`src/lsu_pkg.sv`:
```
// LSU shared definitions

`default_nettype none

package lsu_pkg;

  // ####################################################################
  // data path widths.
  localparam int GPR_WD        = 64;
  localparam int SRAM_DATA_WD  = 64;
  localparam int SRAM_WMASK_WD = 8;
  localparam int BYTE_OFS_WD   = 3;
  localparam int MEM_OP_WD     = 3;

  // ####################################################################
  // memory op codes, bit 0 set means unsigned load.
  localparam logic [MEM_OP_WD-1:0] MEM_OP_B   = 3'b000;
  localparam logic [MEM_OP_WD-1:0] MEM_OP_BU  = 3'b001;
  localparam logic [MEM_OP_WD-1:0] MEM_OP_H   = 3'b010;
  localparam logic [MEM_OP_WD-1:0] MEM_OP_HU  = 3'b011;
  localparam logic [MEM_OP_WD-1:0] MEM_OP_W   = 3'b100;
  localparam logic [MEM_OP_WD-1:0] MEM_OP_WU  = 3'b101;
  localparam logic [MEM_OP_WD-1:0] MEM_OP_D   = 3'b110;
  localparam logic [MEM_OP_WD-1:0] MEM_OP_ILL = 3'b111;

  // size field inside the op.
  localparam int MEM_OP_SIZE_HI = 2;
  localparam int MEM_OP_SIZE_LO = 1;
  localparam logic [1:0] SIZE_B = 2'b00;
  localparam logic [1:0] SIZE_H = 2'b01;
  localparam logic [1:0] SIZE_W = 2'b10;
  localparam logic [1:0] SIZE_D = 2'b11;

endpackage

`default_nettype wire

```
`src/lsu_ctrl.sv`:
```
// LSU request control

`timescale 1ns/1ps
`default_nettype none

module lsu_ctrl import lsu_pkg::*; #(
  parameter int SRAM_ADDR_WD = 8
) (
  input  logic                            i_clk,
  input  logic                            i_arst_n,
  input  logic                            i_req,
  input  logic                            i_we,
  input  logic [MEM_OP_WD-1:0]            i_mem_op,
  input  logic [SRAM_ADDR_WD+BYTE_OFS_WD-1:0] i_addr,
  output logic                            o_access_fault,
  output logic                            o_ram_ce,
  output logic                            o_ram_we,
  output logic [SRAM_ADDR_WD-1:0]         o_ram_addr,
  output logic [MEM_OP_WD-1:0]            o_ld_op,
  output logic [BYTE_OFS_WD-1:0]          o_ld_ofs,
  output logic                            o_rvalid
);

  logic [BYTE_OFS_WD-1:0] ofs;
  logic [1:0]             op_size;
  logic                   misalign;
  logic                   legal;

  assign ofs     = i_addr[BYTE_OFS_WD-1:0];
  assign op_size = i_mem_op[MEM_OP_SIZE_HI:MEM_OP_SIZE_LO];

  // low offset bits below the size must be clear.
  always_comb begin
    misalign = 1'b0;
    case (op_size)
      SIZE_B:  misalign = 1'b0;
      SIZE_H:  misalign = ofs[0];
      SIZE_W:  misalign = |ofs[1:0];
      SIZE_D:  misalign = |ofs;
      default: misalign = 1'b0;
    endcase
  end

  assign o_access_fault = i_req & (misalign | (i_mem_op == MEM_OP_ILL));
  assign legal          = i_req & ~o_access_fault;

  assign o_ram_ce   = legal;
  assign o_ram_we   = legal & i_we;
  assign o_ram_addr = i_addr[SRAM_ADDR_WD+BYTE_OFS_WD-1:BYTE_OFS_WD];

  // ####################################################################
  // load in flight.
  always_ff @(posedge i_clk or negedge i_arst_n) begin
    if (!i_arst_n) begin
      o_rvalid <= 1'b0;
    end else begin
      o_rvalid <= legal & ~i_we;
    end
  end

  always_ff @(posedge i_clk) begin
    if (legal && !i_we) begin
      o_ld_op  <= i_mem_op;
      o_ld_ofs <= ofs;
    end
  end

  // stores, illegal ops and offsets not a multiple of the size return no data.
  a_no_rvalid_after_bad: assert property (@(posedge i_clk) disable iff (!i_arst_n)
    (i_req && (i_we || (i_mem_op == MEM_OP_ILL) ||
      ((int'(ofs) & ((1 << op_size) - 1)) != 0))) |=> !o_rvalid)
    else $error("rvalid after store or faulting request");

endmodule

`default_nettype wire

```
`config.mk`:
```
export PLATFORM = sky130hd
export DESIGN_NAME = lsu_ctrl
export DESIGN_NICKNAME = d
export VERILOG_FILES = /design/src/lsu_pkg.sv /design/src/lsu_ctrl.sv
export SDC_FILE = /design/constraint.sdc
export NUM_CORES = 1
export LEC_CHECK = 0
export BUFFER_PORTS_ARGS = -buffer_cell sky130_fd_sc_hd__buf_4
export CAP_MARGIN = 20
export CORE_AREA = 2 2 39 41
export CTS_CLUSTER_DIAMETER = 120
export CTS_CLUSTER_SIZE = 14
export DETAILED_ROUTE_END_ITERATION = 7
export DIE_AREA = 0 0 41 43
export GPL_ROUTABILITY_DRIVEN = 0
export SLEW_MARGIN = 40
export SYNTH_ARGS = -nofsm -noshare
export SYNTH_HDL_FRONTEND = slang
export SYNTH_SLANG_ARGS = --single-unit
export TNS_END_PERCENT = 100
```
`constraint.sdc`:
```
create_clock -name i_clk -period 0.9 [get_ports i_clk]
set_input_delay 0.18 -clock i_clk [delete_from_list [all_inputs] [get_ports i_clk]]
set_output_delay 0.18 -clock i_clk [all_outputs]
set_load 0.02 [all_outputs]
```
==> impl_metrics.yaml <==
detailed_routing:
  route.detailed.vias_per_inst: 4.50
  postRouteAntennaNets: 0
  postRouteWirelength_um: 893
  drc_errors: 0
  detail_route.iter0.violations: 0
  vias: 270
  drt-wirelength-per-cell_um: 14.9
  drtPass1Iterations: 1
critical_path:
  setup.worst_path.start_class: "input pin"
  crit_family: "compound AO/OA/AOI/OAI gates"
  cpMaxStageDelayCell: "sky130_fd_sc_hd__o31a_1"
  worst-endpoint-arrival_ns: 0.94
  path_common_cell: "sky130_fd_sc_hd__buf_6"
  worstSetupPathType: "input pin to output port"
  crit_required_ns: 0.72
  worstPathMaxFanout: 4
  crit_chain: "buf_6 > o21a_4 > o31a_1 > buf_6"
  maximum_cell_stage_delay_along_the_critical_path_ns: 0.29
  worst-path-stages: 4
  crit_path_end_kind: "output port"
  worst-path-buf-inv: 2
timing:
  final-hold-violation-count: 0
  finalCriticalPeriod_ns: 1.12
  final.setup.worst_slack_ns: -0.222
  setup-tns-final_ns: -1.83
  setup_viol_count_final: 16
  worst_rel_slew_slack_pct: 84.8
  min_period_over_period_pct: 125
  report.final.slew_viol_count: 0
  fmax_mhz: 891
  rsz0062_at_grt: "yes"
  tightestPinTransition_ns: 0.226
floorplan:
  effective_utilization_at_floorplan_pct: 24.2
  core_region_area_sq_um: 1380
  pin_count: 36
  die_area_sq_um: 1760
  die-height_um: 43
  floorplan.die.width_um: 41
  row_count: 14
clock_network:
  cts.clk_slew.worst_paths_ns: 0.05
  clock_path_buffers: 2
  cts-root-buf: "sky130_fd_sc_hd__clkbuf_4"
  cts.sinks: 7
  tritoncts_clock_tree: "built"
  htree_levels: 1
  number_of_cts_inserted_buffers: 3
power_and_ir_drop:
  power.total_w: 0.000855
  total_leakage_power_nw: 0.252
  powerDensity_nw_per_um2: 1390
  vdd_ir_drop_max_mv: 0.466
hold_path:
  min-delay-path-class: "input pin to register"
  hold-path-cell-count: 1
grt:
  first_pass_grt_wire_length_um: 1310
  overflow: 0
  grtUsageTotal_pct: 12.4
  first_global_vias: 276
  grt_max_degree: 8
  antenna_found_initial: 0
synthesis:
  ys_top_cells_by_area: "sky130_fd_sc_hd__edfxtp_1 (54%), sky130_fd_sc_hd__buf_4 (18%), sky130_fd_sc_hd__dfrtp_1 (7.5%), sky130_fd_sc_hd__nor4b_2 (4.5%), sky130_fd_sc_hd__nor4_1 (3.7%)"
  yosysUniqueCellTypes: 11
  yosysSeqAreaShare_pct: 61.2
  synth-warning-count: 0
  postSynthCellCount: 24
  postSynth.asyncResetShare_pct: 14.3
  post-synth-top-area-fraction_pct: 53.7
  number_of_enable_type_register_cells_in_the_synthesized_netlist: 6
  synth.cell_area_sq_um: 335
  synthFlopType: "sky130_fd_sc_hd__edfxtp_1"
  ys_seq_elements: 7
  synth.most_common_cell: "sky130_fd_sc_hd__buf_4"
  post_synth_most_frequent_cells: "sky130_fd_sc_hd__buf_4 (8), sky130_fd_sc_hd__edfxtp_1 (6), sky130_fd_sc_hd__nor4_1 (2)"
  synth_top_area_cell: "sky130_fd_sc_hd__edfxtp_1"
  mappedNetlistNets: 42
  syn_avg_cell_area_sq_um: 14.0
layout:
  area_growth_pct: 84.0
  final_nets: 63
  num-fill-cells: 131
  antenna_cells_inserted: 0
  share_of_post_route_cells_with_drive_strength_above_1_pct: 72.7
run:
  max-cap-violations: 0
placement:
  dp_hpwl_um: 757
  port_buffers: 19
  pre_cts_ws_ns: -0.344
outcome:
  status: "finished with violations"
  violations: "negative setup slack"
[state kept, by name (all words and copies together) (netlist names)]
register / cells
o_rvalid: 1
o_ld_op: 3
o_ld_ofs: 3
[placed cells by master (no fill, tap or decap)]
master / n
sky130_fd_sc_hd__and2_4: 1
sky130_fd_sc_hd__buf_4: 8
sky130_fd_sc_hd__buf_6: 15
sky130_fd_sc_hd__clkbuf_1: 1
sky130_fd_sc_hd__clkbuf_4: 3
sky130_fd_sc_hd__dfrtp_1: 1
sky130_fd_sc_hd__dlygate4sd3_1: 1
sky130_fd_sc_hd__edfxtp_1: 6
sky130_fd_sc_hd__nand2_1: 1
sky130_fd_sc_hd__nand2b_1: 1
sky130_fd_sc_hd__nor4_4: 2
sky130_fd_sc_hd__nor4b_4: 1
sky130_fd_sc_hd__o211a_4: 1
sky130_fd_sc_hd__o21a_4: 1
sky130_fd_sc_hd__o31a_1: 1
[path summary, 6_finish.rpt]
kind                       startpoint  slack, ns             end
min in group asynchronous    i_arst_n       0.25        o_rvalid
hold / removal              i_addr[2]       0.11     o_ld_ofs[2]
max in group asynchronous    i_arst_n       0.57        o_rvalid
setup / recovery            i_addr[1]      -0.22  o_access_fault
[power breakdown]
part | switching, W | leakage (nW) | internal, W
Sequential | 0.00000641 | 0.0684 | 0.000371
Clock | 0.000102 | 0.0150 | 0.000168
Combinational | 0.0000899 | 0.169 | 0.000116
Total | 0.000199 | 0.252 | 0.000656
[metrics by stage]
stage | std cells | hold WS (ns) | cell area, sq um | util (%)
final | 60 | 0.110 | 617 | 44.6
after global routing | 60 | 0.0927 | 617 | 44.6
after CTS | 60 | 0.104 | 606 | 43.8
after detailed placement | 53 | -0.0423 | 509 | 36.8
after global placement | 53 | -0.0442 | 509 | 36.8
after floorplan | 24 | -0.116 | 392 | -
[cell families (layout without fill, tap and decap cells)]
family	count (synthesis)	in the layout	synth area share, %
simple gates	6	6	13.1
buf+inv	8	28	17.9
compound gates	3	3	7.84
flops	7	7	61.2
[what timing repair did]
action | CTS | global route
gates cloned | 0 | 0
gates resized for setup | 12 | 3
setup endpoints to repair | 16 | 17
hold buffers | 1 | 0
pin swaps | 3 | 0
buffers inserted | 2 | 0
endpoints found under the hold margin | 1 | 0
[area by class of cell]
cell class | instances | area, sq um | area share [%]
tap | 16 | 20.0 | 3.25
clock buffer | 4 | 26.3 | 4.26
sequential | 7 | 205 | 33.3
multi-input combinational | 9 | 126 | 20.5
timing repair buffer | 24 | 239 | 38.7
[per-layer routing]
| layer | part of all wire, % | global-route usage (%) | wire length, um | up-vias |
|---|---|---|---|---|
| met2 | 50 | 18.1 | 446 | 32 |
| met3 | 18 | 8.90 | 161 | 4 |
| met1 | 28 | 8.70 | 247 | 114 |
| met4 | 4.3 | 14.0 | 38 | 0 |
| li1 | - | - | - | 120 |
| met5 | 0 | 0 | 0 | - |
No activity file was read; power rests on OpenSTA's default activity.
