### src/lsu_pkg.sv
// LSU shared definitions

`default_nettype none

package lsu_pkg;

  // ####################################################################
  // data path widths.
  localparam int GPR_WD        = 64;
  localparam int SRAM_DATA_WD  = 64;
  localparam int SRAM_WMASK_WD = 8;
  localparam int BYTE_OFS_WD   = 3;
  localparam int MEM_OP_WD     = 3;

  // ####################################################################
  // memory op codes, bit 0 set means unsigned load.
  localparam logic [MEM_OP_WD-1:0] MEM_OP_B   = 3'b000;
  localparam logic [MEM_OP_WD-1:0] MEM_OP_BU  = 3'b001;
  localparam logic [MEM_OP_WD-1:0] MEM_OP_H   = 3'b010;
  localparam logic [MEM_OP_WD-1:0] MEM_OP_HU  = 3'b011;
  localparam logic [MEM_OP_WD-1:0] MEM_OP_W   = 3'b100;
  localparam logic [MEM_OP_WD-1:0] MEM_OP_WU  = 3'b101;
  localparam logic [MEM_OP_WD-1:0] MEM_OP_D   = 3'b110;
  localparam logic [MEM_OP_WD-1:0] MEM_OP_ILL = 3'b111;

  // size field inside the op.
  localparam int MEM_OP_SIZE_HI = 2;
  localparam int MEM_OP_SIZE_LO = 1;
  localparam logic [1:0] SIZE_B = 2'b00;
  localparam logic [1:0] SIZE_H = 2'b01;
  localparam logic [1:0] SIZE_W = 2'b10;
  localparam logic [1:0] SIZE_D = 2'b11;

endpackage

`default_nettype wire

### src/lsu_load.sv
// LSU load extraction

`timescale 1ns/1ps
`default_nettype none

module lsu_load import lsu_pkg::*; (
  input  logic [MEM_OP_WD-1:0]    i_mem_op,
  input  logic [BYTE_OFS_WD-1:0]  i_raddr,
  input  logic [SRAM_DATA_WD-1:0] i_rword,
  output logic [GPR_WD-1:0]       o_rdata
);

  logic [SRAM_DATA_WD-1:0] shifted;

  // ####################################################################
  // bring the addressed byte down to lane 0.
  mux_key #(
    .NR_KEY  (8),
    .KEY_LEN (BYTE_OFS_WD),
    .DATA_LEN(SRAM_DATA_WD)
  ) u_shift (
    .i_key(i_raddr),
    .i_lut({
      3'h0, i_rword,
      3'h1, {8'h0,  i_rword[63:8]},
      3'h2, {16'h0, i_rword[63:16]},
      3'h3, {24'h0, i_rword[63:24]},
      3'h4, {32'h0, i_rword[63:32]},
      3'h5, {40'h0, i_rword[63:40]},
      3'h6, {48'h0, i_rword[63:48]},
      3'h7, {56'h0, i_rword[63:56]}
    }),
    .o_out(shifted)
  );

  // ####################################################################
  // size and sign extension per op.
  // illegal op has no entry and reads as zero.
  mux_key #(
    .NR_KEY  (7),
    .KEY_LEN (MEM_OP_WD),
    .DATA_LEN(GPR_WD)
  ) u_extend (
    .i_key(i_mem_op),
    .i_lut({
      MEM_OP_B,  {{56{shifted[7]}},  shifted[7:0]},
      MEM_OP_BU, {56'h0,             shifted[7:0]},
      MEM_OP_H,  {{48{shifted[15]}}, shifted[15:0]},
      MEM_OP_HU, {48'h0,             shifted[15:0]},
      MEM_OP_W,  {{32{shifted[31]}}, shifted[31:0]},
      MEM_OP_WU, {32'h0,             shifted[31:0]},
      MEM_OP_D,  shifted
    }),
    .o_out(o_rdata)
  );

endmodule

`default_nettype wire

### src/mux_key.sv
// Keyed lookup multiplexer

`timescale 1ns/1ps
`default_nettype none

module mux_key #(
  parameter int NR_KEY   = 2,
  parameter int KEY_LEN  = 1,
  parameter int DATA_LEN = 1
) (
  input  logic [KEY_LEN-1:0]                   i_key,
  input  logic [NR_KEY*(KEY_LEN+DATA_LEN)-1:0] i_lut,
  output logic [DATA_LEN-1:0]                  o_out
);

  localparam int PAIR_LEN = KEY_LEN + DATA_LEN;

  // each pair is {key, data}, pairs packed back to back.
  // no match gives zero.
  always_comb begin
    o_out = '0;
    for (int i = 0; i < NR_KEY; i++) begin
      if (i_lut[i*PAIR_LEN+DATA_LEN +: KEY_LEN] == i_key) begin
        o_out = i_lut[i*PAIR_LEN +: DATA_LEN];
      end
    end
  end

endmodule

`default_nettype wire

### config.mk
export PLATFORM = sky130hd
export DESIGN_NAME = lsu_load
export DESIGN_NICKNAME = d
export VERILOG_FILES = /design/src/lsu_pkg.sv /design/src/lsu_load.sv /design/src/mux_key.sv
export SDC_FILE = /design/constraint.sdc
export NUM_CORES = 1
export LEC_CHECK = 0
export BUFFER_PORTS_ARGS = -buffer_cell sky130_fd_sc_hd__buf_2
export CAP_MARGIN = 20
export CORE_MARGIN = 1.5
export CORE_UTILIZATION = 53
export DETAILED_ROUTE_END_ITERATION = 8
export GPL_TIMING_DRIVEN = 0
export PLACE_DENSITY = 0.95
export SYNTH_ARGS = -nofsm -noshare
export SYNTH_HDL_FRONTEND = slang
export SYNTH_SLANG_ARGS = --single-unit
export TNS_END_PERCENT = 1
### constraint.sdc
create_clock -name vclk -period 4.2
set_input_delay 0.42 -clock vclk [all_inputs]
set_output_delay 0.42 -clock vclk [all_outputs]
set_load 0.02 [all_outputs]
==> flow_metrics.py, run 1 <==
metrics = {
    "outcome": {
        "status": "complete, no violations",
    },
    "synthesis": {
        "synthesis.area_mm2": 0.00266,
        "synth_most_common_cell": "o21ai_0",
        "synth_nets": 497,
        "synth_area_leader_cell": "o21ai_0",
        "yosysTopAreaCellShare_pct": 13.9,
        "ys_types": 48,
        "syn-instance-count": 427,
        "ys_top_cells_by_area": "o21ai_0 14%, mux2i_1 11%, a21oi_1 11%",
        "yosysWarnings": 0,
        "seq_area_frac_synth_pct": 0,
        "synth.avg_cell_area_um2": 6.22,
        "yosys-top-cells-count": "74 x o21ai_0, 57 x a21oi_1, 51 x nor2_1",
    },
    "timing": {
        "finalSetupTns_ps": 0,
        "fin_crit_ps": 3580,
        "timing.hold.ws_ps": 1220,
        "slew_headroom_pct": 24.5,
        "max_freq_mhz": 279,
        "worstMarginPinSlew_ps": 1120,
        "rsz0062_at_grt": "no",
        "setup_violations": 0,
        "min_period_over_period_pct": 85.3,
        "finalHoldViolCount": 0,
        "finalMaxSlewViolations": 0,
    },
    "worst_hold_path": {
        "hp-class": "input port to output pin",
        "worstHoldStart": "i_rword[6]",
        "whs_endpoint": "o_rdata[6]",
        "whs_path_depth": 4,
    },
    "clocking": {
        "postCtsResizedCells": 0,
        "postCtsSetupRepairBufs": 0,
        "cts_hold_buffers": 0,
    },
    "place": {
        "gp_congestion": 1.07,
        "placement.io_buffers": 132,
        "hpwl_um": 9530,
    },
    "floorplanning": {
        "ios": 134,
        "rows": 25,
        "die-width_um": 73.8,
        "initial_utilization_pct": 55.5,
        "fp.dieH_um": 73.8,
        "die-area_mm2": 0.00545,
        "coreArea_mm2": 0.00479,
    },
    "routing": {
        "wl_per_cell_um": 20.7,
        "firstDrtPassIters": 7,
        "drtIter0Drc": 753,
        "dr_total_vias": 4254,
        "ant_nets": 0,
        "avgViaCountPerCell": 6.80,
        "drc_errors": 0,
        "drt_wl_total_um": 12900,
    },
    "final_layout": {
        "nNetsFinal": 631,
        "num_antenna_cells": 0,
        "seq_area_um2": 0,
        "design.seq.count": 0,
        "final_layout_size_suffix_gt1_share_pct": 32.9,
        "fillers": 450,
        "n_clock_buffer": 0,
        "syn_to_final_growth_pct": 28.0,
    },
    "critical_path": {
        "crit_fanout": 10,
        "slowest_delay_ps": 550,
        "crit_type": "input port to output pin",
        "crit_slowest_cell": "nor2_1",
        "path_cells": "buf_2, or2b_1, clkbuf_1, o22ai_1, o32a_1, nor2_1, clkbuf_1, o21ai_0, buf_2",
        "cp.arrival_ps": 3160,
        "endpoint_kind": "output pin",
        "startpoint_type": "input port",
        "cp.required_ps": 3780,
    },
    "global_route": {
        "gr-usage-all-layers_pct": 46.6,
        "grt_overflow": 0,
        "grt_pass1_vias": 3732,
        "grt_first_pass_wirelength_um": 19300,
        "antenna_found_initial": 0,
        "grt_max_degree": 11,
    },
    "flow_run": {
        "max-cap-violations": 0,
    },
    "power_and_ir_drop": {
        "power_leakage_nw": 1.61,
        "p_per_area_mw_per_mm2": 153,
        "max-vdd-ir-drop_mv": 0.0859,
    },
}
==> cell type report <==
type                       count  area, um2  share of cell area, %
buffer                        47        235                   6.92
multi-input combinational    369       2380                   70.0
timing repair buffer         132        661                   19.4
inverter                      11       41.3                   1.21
tap                           67       83.8                   2.47
==> cells in the final DEF, fill, tap and decap left out, drive strengths merged, types with 2 or more instances in the layout <==
cell	netlist	layout
a211oi	15	15
a21boi	2	2
a21oi	57	57
a221oi	7	7
and2	7	7
and3	3	3
buf	22	154
clkbuf	25	25
inv	11	11
mux2	11	11
mux2i	30	30
mux4	8	8
nand2	26	26
nand2b	12	12
nor2	51	51
nor2b	3	3
nor3	9	9
nor4bb	2	2
o2111ai	2	2
o21ai	94	94
o22ai	8	8
o32ai	8	8
==> kinds of logic after synthesis <==
group	count (synthesis)	share of synthesized area [%]
buffers and inverters	58	10.4
multiplexers	49	22.9
AO/OA/AOI/OAI	200	45.4
AND/OR/NAND/NOR	120	21.3
==> worst max-delay path, delay by kind of cell <==
kind	cells	cell delay, ps
AOI/OAI and AO/OA	3	810
buffers and inverters	4	1240
and+or+nand+nor	2	690
==> metrics by stage <==
step	instances	setup slack, ps	area, um2	util [%]	power [mW]
final	626	615	3400	71.1	0.521
after global routing	626	623	3400	71.1	0.550
after CTS	626	871	3400	71.1	0.501
after detailed placement	626	886	3400	71.1	0.499
after global placement	626	963	3400	71.1	0.495
after floorplan	427	1570	2660	-	0.319
==> routing by layer <==
| layer | GRT usage [%] | vias to the layer above | wire length (um) |
|---|---|---|---|
| met3 | 18.4 | 114 | 2160 |
| met4 | 21.2 | 0 | 750 |
| li1 | - | 1867 | - |
| met1 | 58.9 | 1849 | 4740 |
| met5 | 0 | - | 0 |
| met2 | 69.4 | 424 | 5300 |
==> power by group <==
part / internal [mW] / switching [mW]
logic: 0.184 / 0.336
clock network: 0 / 0
registers: 0 / 0
==> worst max-delay path by stage <==
| stage | endpoint | slack [ps] | cells after the start | from |
|---|---|---|---|---|
| after floorplan | o_rdata[13] | 1570 | 9 | i_raddr[0] |
| after global placement | o_rdata[24] | 960 | 9 | i_raddr[2] |
| after detailed placement | o_rdata[24] | 890 | 9 | i_raddr[2] |
| after CTS | o_rdata[24] | 870 | 9 | i_raddr[2] |
| after global routing | o_rdata[24] | 620 | 9 | i_raddr[2] |
| final | o_rdata[24] | 620 | 9 | i_raddr[2] |
Note: power is estimated with default switching activity, not from simulation.
==> run 2, diff against run 1 <==
--- a/config.mk
+++ b/config.mk
@@ -12,6 +12,7 @@
 export DETAILED_ROUTE_END_ITERATION = 8
 export GPL_TIMING_DRIVEN = 0
 export PLACE_DENSITY = 0.95
+export REMOVE_ABC_BUFFERS = 1
 export SYNTH_ARGS = -nofsm -noshare
 export SYNTH_HDL_FRONTEND = slang
 export SYNTH_SLANG_ARGS = --single-unit
==> flow_metrics.py, run 2 (synthesis gave the netlist of run 1 again) <==
metrics = {
    "timing": {
        "slew_headroom_pct": 33.9,
        "setup_violations": 0,
        "max_freq_mhz": 244,
        "min_period_over_period_pct": 97.8,
        "worstMarginPinSlew_ps": 987,
        "fin_crit_ps": 4110,
        "timing.hold.ws_ps": 1220,
        "finalHoldViolCount": 0,
        "finalMaxSlewViolations": 0,
        "rsz0062_at_grt": "no",
    },
    "floorplanning": {
        "die-width_um": 73.8,
        "ios": 134,
        "coreArea_mm2": 0.00479,
        "fp.dieH_um": 73.8,
        "rows": 25,
        "die-area_mm2": 0.00545,
        "initial_utilization_pct": 55.5,
    },
    "final_layout": {
        "design.seq.count": 0,
        "n_clock_buffer": 0,
        "final_cells": 586,
        "seq_area_um2": 0,
        "syn_to_final_growth_pct": 23.0,
        "final_cell_mix": "133 x buf_2, 74 x o21ai_0, 57 x a21oi_1",
        "nNetsFinal": 591,
        "final_common_cell": "buf_2",
        "final_core_util_pct": 68.3,
        "final_layout_size_suffix_gt1_share_pct": 33.5,
        "num_antenna_cells": 0,
    },
    "critical_path": {
        "path_cells": "buf_2, buf_12, inv_1, mux4_2, o2111ai_2, buf_8, a21boi_4, o21ai_0, buf_2",
        "crit_slowest_cell": "a21boi_4",
        "crit_fanout": 44,
        "crit_top_cell": "buf_2",
        "cp.arrival_ps": 3690,
        "cp.required_ps": 3780,
        "startpoint_type": "input port",
        "endpoint_kind": "output pin",
        "slowest_delay_ps": 680,
        "crit_type": "input port to output pin",
    },
    "power_and_ir_drop": {
        "max-vdd-ir-drop_mv": 0.0893,
        "p_total_mw": 0.487,
        "p_per_area_mw_per_mm2": 149,
        "power_leakage_nw": 1.54,
    },
    "flow_run": {
        "max-cap-violations": 0,
    },
    "global_route": {
        "antenna_found_initial": 0,
        "grt_overflow": 0,
        "grt_max_degree": 57,
        "grt_pass1_vias": 3361,
        "gr-usage-all-layers_pct": 36.3,
        "grt_first_pass_wirelength_um": 15800,
    },
    "place": {
        "gp_congestion": 0.917,
        "placement.io_buffers": 134,
        "dp_cells": 585,
        "hpwl_um": 7240,
    },
    "routing": {
        "avgViaCountPerCell": 6.77,
        "drt_wl_total_um": 10700,
        "wl_per_cell_um": 18.2,
        "firstDrtPassIters": 6,
        "drtIter0Drc": 572,
        "drc_errors": 0,
        "dr_total_vias": 3968,
        "ant_nets": 0,
    },
    "outcome": {
        "status": "complete, no violations",
    },
    "clocking": {
        "postCtsSetupRepairBufs": 0,
        "cts_hold_buffers": 0,
        "postCtsResizedCells": 1,
    },
    "worst_hold_path": {
        "hp-class": "input port to output pin",
    },
}
-- run 2: routing by layer --
layer  vias up  track usage (%)  share of wire [%]
met5         -                0                  0
met4         0             11.7                3.0
met3        54             3.70                 13
met2       367             61.1                 46
met1      1773             48.2                 38
li1       1774                -                  -
-- run 2: critical path: cells and delay by family --
kind	cells	cell delay, ps
AO/OA/AOI/OAI	3	1120
multiplexers	1	540
buffers and inverters	5	1580
-- run 2: metrics by stage --
step                cell area, um2  setup TNS (ps)  setup slack, ps
floorplan                     2420               0             1290
global placement              3180          -10170             -508
detailed placement            3250           -26.6            -15.0
CTS                           3250               0             56.8
global route                  3270               0             37.9
finish                        3270               0             93.6
-- run 2: area by class of cell --
class / instances / area [um2]
Inverter: 11 / 41.3
Fill cell: 436 / 1520
Timing Repair Buffer: 139 / 749
Tap cell: 67 / 83.8
Multi-Input combinational cell: 369 / 2390
-- run 2: worst paths after layout --
check / from / endpoint / cells after the start
max: i_raddr[0] / o_rdata[46] / 9
min: i_rword[0] / o_rdata[0] / 4
-- run 2: report_power, final --
group          leakage, nW  internal (mW)  switching, mW
sequential               0              0              0
combinational         1.54          0.177          0.310
clock                    0              0              0
total                 1.54          0.177          0.310
